<file path="config.mk">
export PLATFORM = sky130hd
export DESIGN_NAME = decode_pipe
export DESIGN_NICKNAME = d
export VERILOG_FILES = /design/src/hw/rv_decode_pkg.sv /design/src/hw/inst_fetch_reg.sv /design/src/hw/inst_decoder.sv /design/src/hw/reg_file.sv /design/src/hw/operand_stage.sv /design/src/hw/decode_pipe.sv
export VERILOG_INCLUDE_DIRS = /design/src /design/src/hw
export SDC_FILE = /design/constraint.sdc
export NUM_CORES = 2
export LEC_CHECK = 0
export BUFFER_PORTS_ARGS = -buffer_cell sky130_fd_sc_hd__buf_2
export CELL_PAD_IN_SITES_DETAIL_PLACEMENT = 1
export CELL_PAD_IN_SITES_GLOBAL_PLACEMENT = 2
export CORE_ASPECT_RATIO = 0.8
export CORE_MARGIN = 2
export CORE_UTILIZATION = 52
export CTS_BUF_LIST = sky130_fd_sc_hd__clkbuf_4 sky130_fd_sc_hd__clkbuf_8
export CTS_CLUSTER_SIZE = 40
export DETAILED_ROUTE_END_ITERATION = 7
export PLACE_DENSITY_LB_ADDON = 0.1
export SLEW_MARGIN = 0
export SYNTH_ARGS = -nofsm -noshare
export SYNTH_HDL_FRONTEND = slang
export SYNTH_SLANG_ARGS = --single-unit
</file>
<file path="constraint.sdc">
create_clock -name clk -period 8.6 [get_ports clk]
set_input_delay 1.29 -clock clk [delete_from_list [all_inputs] [get_ports clk]]
set_output_delay 1.29 -clock clk [all_outputs]
set_load 0.01 [all_outputs]
</file>
<file path="src/hw/rv_decode_settings.svh">
`ifndef RV_DECODE_SETTINGS_SVH
`define RV_DECODE_SETTINGS_SVH

// Datapath.
`define XLEN       32
`define REG_COUNT  32

//////////////////////////////
// RV32I major opcodes.
//////////////////////////////
`define OPC_LUI        7'b0110111
`define OPC_AUIPC      7'b0010111
`define OPC_JAL        7'b1101111
`define OPC_JALR       7'b1100111
`define OPC_BRANCH     7'b1100011
`define OPC_LOAD       7'b0000011
`define OPC_STORE      7'b0100011
`define OPC_ARLOG_IMM  7'b0010011
`define OPC_ARLOG      7'b0110011
`define OPC_MISC_MEM   7'b0001111
`define OPC_SYSTEM     7'b1110011

`endif

</file>
<file path="src/hw/rv_decode_pkg.sv">
`include "rv_decode_settings.svh"

package rv_decode_pkg;

	typedef logic [`XLEN-1:0] word_t;
	typedef logic [$clog2(`REG_COUNT)-1:0] reg_idx_t;
	typedef logic [9:0] mod_t; // {funct7, funct3}.

	// One-hot instruction class, all zero when illegal.
	typedef struct packed {
		logic lui;
		logic auipc;
		logic jal;
		logic jalr;
		logic branch;
		logic load;
		logic store;
		logic arlog_imm;
		logic arlog;
		logic misc_mem;
		logic system;
	} inst_class_t;

	typedef struct packed {
		word_t pc;
		word_t inst;
	} fetch_pkt_t;

	typedef struct packed {
		word_t       pc;
		inst_class_t cls;
		logic        illegal;
		reg_idx_t    rd;
		reg_idx_t    rs1;
		reg_idx_t    rs2;
		mod_t        mod;
		word_t       imm;
	} decode_pkt_t;

	// To execute.
	typedef struct packed {
		word_t       pc;
		inst_class_t cls;
		logic        illegal;
		reg_idx_t    rd;
		mod_t        mod;
		word_t       op_a;
		word_t       op_b;
		word_t       store_data;
	} issue_pkt_t;

endpackage

</file>
<file path="src/hw/inst_fetch_reg.sv">
`timescale 1ns/1ps

module inst_fetch_reg
	import rv_decode_pkg::*;
(
	input  logic       clk,
	input  logic       rst,

	input  logic       in_valid,
	input  fetch_pkt_t in_pkt,

	output logic       f_valid,
	output fetch_pkt_t f_pkt
);

	// Strobe delayed by one cycle.
	always_ff @(posedge clk) begin
		if (rst) begin
			f_valid <= 1'b0;
		end else begin
			f_valid <= in_valid;
		end
	end

	// Instruction register.
	always_ff @(posedge clk) begin
		if (in_valid) begin
			f_pkt <= in_pkt;
		end
	end

endmodule

</file>
<file path="src/hw/inst_decoder.sv">
`timescale 1ns/1ps
`include "rv_decode_settings.svh"

module inst_decoder
	import rv_decode_pkg::*;
(
	input  logic        clk,
	input  logic        rst,

	input  logic        f_valid,
	input  fetch_pkt_t  f_pkt,

	output logic        d_valid,
	output decode_pkt_t d_pkt
);

	word_t       ir;
	logic [6:0]  opcode;
	logic [2:0]  funct3;
	logic [6:0]  funct7;

	logic [11:0] imm_i;
	logic [31:12] imm_u;
	logic [11:0] imm_s;
	logic [12:1] imm_b;
	logic [20:1] imm_j;

	inst_class_t cls;
	mod_t        mod;
	word_t       imm;

	assign ir     = f_pkt.inst;
	assign opcode = ir[6:0];
	assign funct3 = ir[14:12];
	assign funct7 = ir[31:25];

	// Immediate fields.
	assign imm_i = ir[31:20];
	assign imm_u = ir[31:12];
	assign imm_s = {ir[31:25], ir[11:7]};
	assign imm_b = {ir[31], ir[7], ir[30:25], ir[11:8]};
	assign imm_j = {ir[31], ir[19:12], ir[20], ir[30:21]};

	//////////////////////////////
	// Classification.
	//////////////////////////////
	always_comb begin
		cls = '0;
		case (opcode)
			`OPC_LUI:       cls.lui       = 1'b1;
			`OPC_AUIPC:     cls.auipc     = 1'b1;
			`OPC_JAL:       cls.jal       = 1'b1;
			`OPC_JALR:      cls.jalr      = 1'b1;
			`OPC_BRANCH:    cls.branch    = 1'b1;
			`OPC_LOAD:      cls.load      = 1'b1;
			`OPC_STORE:     cls.store     = 1'b1;
			`OPC_ARLOG_IMM: cls.arlog_imm = 1'b1;
			`OPC_ARLOG:     cls.arlog     = 1'b1;
			`OPC_MISC_MEM:  cls.misc_mem  = 1'b1;
			`OPC_SYSTEM:    cls.system    = 1'b1;
			default:        cls           = '0; // Unknown opcode.
		endcase
	end

	// Modifier.
	always_comb begin
		mod      = '0;
		mod[2:0] = funct3;
		if (cls.arlog) begin
			mod[9:3] = funct7;
		end else if (cls.arlog_imm && (funct3 == 3'b001 || funct3 == 3'b101)) begin
			mod[9:3] = funct7; // Shift immediates.
		end
	end

	//////////////////////////////
	// Immediate.
	//////////////////////////////
	always_comb begin
		imm = '0;
		if (cls.lui || cls.auipc) begin
			imm = {imm_u, 12'b0};
		end else if (cls.jal) begin
			imm = {{11{imm_j[20]}}, imm_j, 1'b0};
		end else if (cls.jalr || cls.load || cls.arlog_imm) begin
			imm = {{20{imm_i[11]}}, imm_i};
		end else if (cls.branch) begin
			imm = {{19{imm_b[12]}}, imm_b, 1'b0};
		end else if (cls.store) begin
			imm = {{20{imm_s[11]}}, imm_s};
		end
	end

	//////////////////////////////
	// Output registers.
	//////////////////////////////
	always_ff @(posedge clk) begin
		if (rst) begin
			d_valid <= 1'b0;
		end else begin
			d_valid <= f_valid;
		end
	end

	always_ff @(posedge clk) begin
		if (f_valid) begin
			d_pkt.pc      <= f_pkt.pc;
			d_pkt.cls     <= cls;
			d_pkt.illegal <= ~|cls; // Also covers low bits not 11.
			d_pkt.rd      <= ir[11:7];
			d_pkt.rs1     <= ir[19:15];
			d_pkt.rs2     <= ir[24:20];
			d_pkt.mod     <= mod;
			d_pkt.imm     <= imm;
		end
	end

endmodule

</file>
<file path="src/hw/reg_file.sv">
`timescale 1ns/1ps
`include "rv_decode_settings.svh"

module reg_file
	import rv_decode_pkg::*;
(
	input  logic     clk,
	input  logic     rst,

	input  reg_idx_t rs1,
	input  reg_idx_t rs2,
	output word_t    rdata1,
	output word_t    rdata2,

	input  logic     wb_en,
	input  reg_idx_t wb_rd,
	input  word_t    wb_data
);

	// x0 has no storage.
	word_t regs [1:`REG_COUNT-1];

	function automatic word_t read_port(input reg_idx_t idx);
		word_t val;
		if (idx == '0) begin
			val = '0;
		end else if (wb_en && wb_rd == idx) begin
			val = wb_data; // Write-through.
		end else begin
			val = regs[idx];
		end
		return val;
	endfunction

	always_comb begin
		rdata1 = read_port(rs1);
		rdata2 = read_port(rs2);
	end

	always_ff @(posedge clk) begin
		if (rst) begin
			for (int i = 1; i < `REG_COUNT; i++) begin
				regs[i] <= '0;
			end
		end else if (wb_en && wb_rd != '0) begin
			regs[wb_rd] <= wb_data;
		end
	end

endmodule

</file>
<file path="src/hw/operand_stage.sv">
`timescale 1ns/1ps

module operand_stage
	import rv_decode_pkg::*;
(
	input  logic        clk,
	input  logic        rst,

	input  logic        d_valid,
	input  decode_pkt_t d_pkt,

	// Register file read side.
	output reg_idx_t    rs1,
	output reg_idx_t    rs2,
	input  word_t       rdata1,
	input  word_t       rdata2,

	output logic        out_valid,
	output issue_pkt_t  out_pkt
);

	word_t op_a;
	word_t op_b;
	logic  use_imm;

	assign rs1 = d_pkt.rs1;
	assign rs2 = d_pkt.rs2;

	//////////////////////////////
	// Operand selection.
	//////////////////////////////
	always_comb begin
		if (d_pkt.cls.auipc || d_pkt.cls.jal) begin
			op_a = d_pkt.pc;
		end else if (d_pkt.cls.lui) begin
			op_a = '0;
		end else begin
			op_a = rdata1;
		end
	end

	assign use_imm = d_pkt.cls.lui | d_pkt.cls.auipc | d_pkt.cls.jal
		| d_pkt.cls.jalr | d_pkt.cls.load | d_pkt.cls.store
		| d_pkt.cls.arlog_imm;

	assign op_b = use_imm ? d_pkt.imm : rdata2;

	//////////////////////////////
	// Issue register.
	//////////////////////////////
	always_ff @(posedge clk) begin
		if (rst) begin
			out_valid <= 1'b0;
		end else begin
			out_valid <= d_valid;
		end
	end

	always_ff @(posedge clk) begin
		if (d_valid) begin
			out_pkt.pc         <= d_pkt.pc;
			out_pkt.cls        <= d_pkt.cls;
			out_pkt.illegal    <= d_pkt.illegal;
			out_pkt.rd         <= d_pkt.rd;
			out_pkt.mod        <= d_pkt.mod;
			out_pkt.op_a       <= op_a;
			out_pkt.op_b       <= op_b;
			out_pkt.store_data <= rdata2;
		end
	end

endmodule

</file>
<file path="src/hw/decode_pipe.sv">
`timescale 1ns/1ps

module decode_pipe
	import rv_decode_pkg::*;
(
	input  logic       clk,
	input  logic       rst,

	input  logic       in_valid,
	input  fetch_pkt_t in_pkt,

	// Write-back.
	input  logic       wb_en,
	input  reg_idx_t   wb_rd,
	input  word_t      wb_data,

	output logic       out_valid,
	output issue_pkt_t out_pkt
);

	logic        f_valid;
	fetch_pkt_t  f_pkt;
	logic        d_valid;
	decode_pkt_t d_pkt;
	reg_idx_t    rs1;
	reg_idx_t    rs2;
	word_t       rdata1;
	word_t       rdata2;

	inst_fetch_reg u_fetch_reg (
		.clk      (clk),
		.rst      (rst),
		.in_valid (in_valid),
		.in_pkt   (in_pkt),
		.f_valid  (f_valid),
		.f_pkt    (f_pkt)
	);

	inst_decoder u_decoder (
		.clk     (clk),
		.rst     (rst),
		.f_valid (f_valid),
		.f_pkt   (f_pkt),
		.d_valid (d_valid),
		.d_pkt   (d_pkt)
	);

	reg_file u_reg_file (
		.clk     (clk),
		.rst     (rst),
		.rs1     (rs1),
		.rs2     (rs2),
		.rdata1  (rdata1),
		.rdata2  (rdata2),
		.wb_en   (wb_en),
		.wb_rd   (wb_rd),
		.wb_data (wb_data)
	);

	operand_stage u_operand (
		.clk       (clk),
		.rst       (rst),
		.d_valid   (d_valid),
		.d_pkt     (d_pkt),
		.rs1       (rs1),
		.rs2       (rs2),
		.rdata1    (rdata1),
		.rdata2    (rdata2),
		.out_valid (out_valid),
		.out_pkt   (out_pkt)
	);

endmodule

</file>
==> summary.md <==
| Metric | Value |
|---|---|
| Run status | `finished with violations` |
| Violations in the final reports | `design-rule violations` |
| Period utilisation layout | `between 50% and 60%` |
| Hold buffer count at cts | `0` |
| Highest achievable clock rate | `about 220 MHz` |
| Peak supply drop | `about 0.18 mV` |
| Power density cells | `approximately 220 nW/um^2` |
| Post-layout nets | `around 4400` |
| Via count of the first global-routing pass | `roughly 40000` |
| Cell Chain, Critical Path | `buf_12 -> mux4_2 -> a22o_1 -> a221oi_1 -> a2111oi_0 -> a221o_1` |
| Number of buffers added on ports | `between 200 and 300` |
| Bufs on Longest Clock Path | `3` |
| Total global-route track usage | `between 30% and 40%` |
| Placed instance area | `68400 sq um` |
| Area grow syn2layout | `10.2%` |
| Maximum fanout encountered on the critical timing path | `64` |
| Worst hold-check slack | `between 0.4 and 0.5 ns` |
| Pins Over Slew Limit | `0` |
| Wire length after detailed routing | `about 220000 um` |
| Final ANT Viol Nets | `0` |
| Warnings from Yosys | `0` |
| Initial cell density of the core | `a little over half` |
| Dominant register cell in the synthesized netlist | `sky130_fd_sc_hd__edfxtp_1` |
| Setup violations, final | `0` |
| Minimum clock period | `4.56 ns` |
| Data arrival, critical path | `about 5.3 ns` |
| Share of total power in sequential cells | `between 50% and 60%` |
| Number of unique standard cell types used by synthesis | `66` |
| Clock transition time at the flip-flop clock pins of the worst setup and hold paths | `roughly 0.070 ns` |
| Vias per std cell | `between 6 and 7` |
| Met2 wire len | `roughly 99000 um` |
| CTS resizes | `0` |
| Internal power summed over all cells | `around 11 mW` |
| Later-pin clock latency in the skew report | `between 0.9 and 1 ns` |
| WL/cell | `around 36 um` |
| Core ar. | `about 130000 sq um` |
| Final Cell Area | `72700 sq um` |
| Largest net degree at the start of global routing | `96` |
| Worst slew margin relative to its limit | `less than 1%` |
| Gate family responsible for the most delay along the worst path | `compound AO/OA/AOI/OAI gates` |
| M1 WL | `88600 um` |
| First-pass detailed-route iteration total | `8` |
| Worst path setup slack after routing | `4.04 ns` |
| Proportion of synthesized chip area in sequential cells | `61.6%` |
| Worst setup path category | `flip-flop to flip-flop` |
| Detailed-placement wirelength estimate | `roughly 140000 um` |
| Sinks on Clock Net | `1357` |
| Cell at the root of the clock tree | `sky130_fd_sc_hd__clkbuf_8` |
| Total of flip-flops plus latches after synthesis | `roughly 1400` |
| Post-layout util | `57.9%` |
| Number of enable-type register cells in the synthesized netlist | `approximately 1300` |
| Proportion of layout cells with a drive suffix above 1 | `between 20 and 30%` |
| Floorplan row count | `about 120` |
| Die Width | `402 um` |
| Switch share | `27.5%` |
| Net switching power | `about 4.3 mW` |
| Top Metal Used | `met5` |
| Number of buffers created by CTS | `213` |
| Vias | `just over 40000` |
| Placement Setup Slack | `3.39 ns` |
| Tightest Pin Transition | `between 1 and 1.5 ns` |
| Critical Path RT | `between 9 and 10 ns` |
| Count of fill cells added during filler insertion | `~11000` |
| Worst Clk Skew | `between 0.05 and 0.06 ns` |
| Number of DRC markers after the initial detailed-route iteration | `5556` |
| Startpoint types | `flip-flop` |
| Max stage delay on crit path | `between 0.9 and 1 ns` |
| Max-cap check violation count | `0` |
| Overall die height | `around 320 um` |
| Overall die area | `~130000 sq um` |
| Buffers plus inverters on the worst setup path | `1` |
| Drt drc | `1` |
| Htree depth | `4` |
| Number of endpoints with negative hold slack in the final report | `0` |
| Type of the tightest min-delay check | `flip-flop to flip-flop` |
| Syn Std Cell Area | `~66000 sq um` |
| Weighted congestion reported at the end of routability-driven placement | `approximately 0.89` |
| Met3 Wirelength | `28700 um` |
| Slowest cell on the critical path | `sky130_fd_sc_hd__a221oi_1` |
| FFs w/ async S/R, synth | `0%` |
| CTS tree | `yes` |
| Part of the total power dissipated in combinational logic | `13.8%` |
| Crit end category | `flip-flop` |
| Initial antenna violation count | `25` |
| Mean post-synth cell area | `~16 sq um` |
| Gate count after technology mapping | `4043` |
| Share of power burned in the clock network | `a little over a third` |
| Static Leakage | `roughly 25 nW` |
| Buffers inserted during post-CTS setup optimization | `0` |
| Unrepaired setup endpoints after global routing | `false` |
| I/O pin total | `about 260` |
| Wire length of the first global-routing pass | `310000 um` |
| Grt total ovfl | `0` |
| Setup TNS | `0 ns` |
[placed cells by master (no fill, tap or decap), types with 19 or more instances in the layout]
master / count
sky130_fd_sc_hd__nand4_1: 28
sky130_fd_sc_hd__mux4_2: 469
sky130_fd_sc_hd__nor2_1: 20
sky130_fd_sc_hd__o21ai_2: 25
sky130_fd_sc_hd__clkbuf_4: 61
sky130_fd_sc_hd__buf_2: 262
sky130_fd_sc_hd__nand2_1: 76
sky130_fd_sc_hd__mux2i_1: 59
sky130_fd_sc_hd__nor2b_1: 19
sky130_fd_sc_hd__conb_1: 32
sky130_fd_sc_hd__buf_4: 98
sky130_fd_sc_hd__o21ai_0: 23
sky130_fd_sc_hd__edfxtp_1: 1344
sky130_fd_sc_hd__nor2_2: 32
sky130_fd_sc_hd__a22o_1: 36
sky130_fd_sc_hd__clkbuf_8: 219
sky130_fd_sc_hd__or2_2: 34
sky130_fd_sc_hd__clkinv_1: 65
sky130_fd_sc_hd__o22ai_1: 143
sky130_fd_sc_hd__and2_1: 1011
sky130_fd_sc_hd__mux4_1: 39
sky130_fd_sc_hd__diode_2: 19
sky130_fd_sc_hd__mux2_2: 33
sky130_fd_sc_hd__a21oi_1: 20
sky130_fd_sc_hd__clkinv_2: 32
[through the flow]
| stage | std cells | total power [mW] |
|---|---|---|
| 6_report | 6111 | 15.7 |
| 4_1_cts | 6091 | 15.7 |
| 5_1_grt | 6105 | 16.1 |
| 3_3_place_gp | 5691 | 10.1 |
| 3_5_place_dp | 5694 | 10.2 |
| 2_1_floorplan | 4074 | 9.29 |
[cells in the mapped netlist (12+ instances only)]
| library cell | count | area [sq um] |
|---|---|---|
| sky130_fd_sc_hd__clkbuf_1 | 271 | 1020 |
| sky130_fd_sc_hd__o21ai_0 | 23 | 115 |
| sky130_fd_sc_hd__nor2_1 | 53 | 199 |
| sky130_fd_sc_hd__or2_2 | 34 | 213 |
| sky130_fd_sc_hd__edfxtp_1 | 1344 | 40400 |
| sky130_fd_sc_hd__nand4_1 | 28 | 175 |
| sky130_fd_sc_hd__a221o_1 | 14 | 140 |
| sky130_fd_sc_hd__mux2_2 | 33 | 372 |
| sky130_fd_sc_hd__buf_4 | 28 | 210 |
| sky130_fd_sc_hd__a211oi_1 | 14 | 105 |
| sky130_fd_sc_hd__buf_6 | 17 | 191 |
| sky130_fd_sc_hd__dfxtp_1 | 13 | 260 |
| sky130_fd_sc_hd__mux2i_1 | 59 | 591 |
| sky130_fd_sc_hd__and2_1 | 1010 | 6320 |
| sky130_fd_sc_hd__nand2_1 | 76 | 285 |
| sky130_fd_sc_hd__a2111oi_0 | 14 | 123 |
| sky130_fd_sc_hd__mux4_1 | 39 | 1020 |
| sky130_fd_sc_hd__a21oi_1 | 20 | 100 |
| sky130_fd_sc_hd__o21ai_2 | 25 | 219 |
| sky130_fd_sc_hd__o221ai_1 | 18 | 158 |
| sky130_fd_sc_hd__mux4_2 | 469 | 10600 |
| sky130_fd_sc_hd__a22o_1 | 36 | 315 |
| sky130_fd_sc_hd__or4_1 | 15 | 113 |
| sky130_fd_sc_hd__a221oi_1 | 14 | 123 |
| sky130_fd_sc_hd__buf_12 | 12 | 240 |
| sky130_fd_sc_hd__and3_1 | 17 | 106 |
| sky130_fd_sc_hd__o22ai_1 | 143 | 895 |
| sky130_fd_sc_hd__buf_2 | 57 | 285 |
| sky130_fd_sc_hd__nor2b_1 | 21 | 131 |
[layout make-up]
cell class                 count  area [sq um]  area share (%)
timing repair buffer         366          2150            2.96
antenna                       19          47.5          0.0654
sequential                  1357         40600            55.9
clock buffer                 280          3470            4.78
multi-input combinational   2312         23500            32.4
tap                         1652          2070            2.84
inverter                       8          30.0          0.0413
clock inverter               117           741            1.02
[power by group through the flow]
stage               Sequential [mW]  Combinational [mW]  Clock, mW
CTS                            7.93                2.11       5.66
global placement               8.03                2.09          0
floorplan                      7.92                1.36          0
detailed placement             8.07                2.11          0
global route                   7.97                2.23       5.92
finish                         7.94                2.16       5.60
[cells by family after synthesis]
group | share of synthesized area [%]
other | 0.00569
multiplexers | 19.2
AND/OR/NAND/NOR | 12.2
XOR/XNOR | 0.0930
buffers and inverters | 3.11
AO/OA/AOI/OAI | 3.82
flip-flops | 61.6
[metal layers]
layer / global-route usage, % / up-vias
li1: - / 16280
met1: 47.9 / 21515
met2: 50.9 / 2479
met3: 11.8 / 311
met4: 8.59 / 10
met5: 1.35 / -
[registers in the layout, summed over array words and instances, names as in the netlist, named ones only]
register,cells
u_reg_file.regs,1024
u_operand.out_pkt,155
u_decoder.d_pkt,101
u_fetch_reg.f_pkt,64
u_decoder.d_valid,1
u_fetch_reg.f_valid,1
u_operand.out_valid,1
[final timing paths]
| kind | startpoint | endpoint | slack (ns) | cells after the start |
|---|---|---|---|---|
| min reg2reg | u_fetch_reg.f_pkt[36] | u_decoder.d_pkt[73] | 0.42 | 0 |
| min | u_fetch_reg.f_pkt[36] | u_decoder.d_pkt[73] | 0.42 | 0 |
| max | flip-flop | u_operand.out_pkt[94] | 4.04 | 6 |
| max reg2reg | flip-flop | u_operand.out_pkt[94] | 4.04 | 6 |
Power figures use the tool's default switching activity.
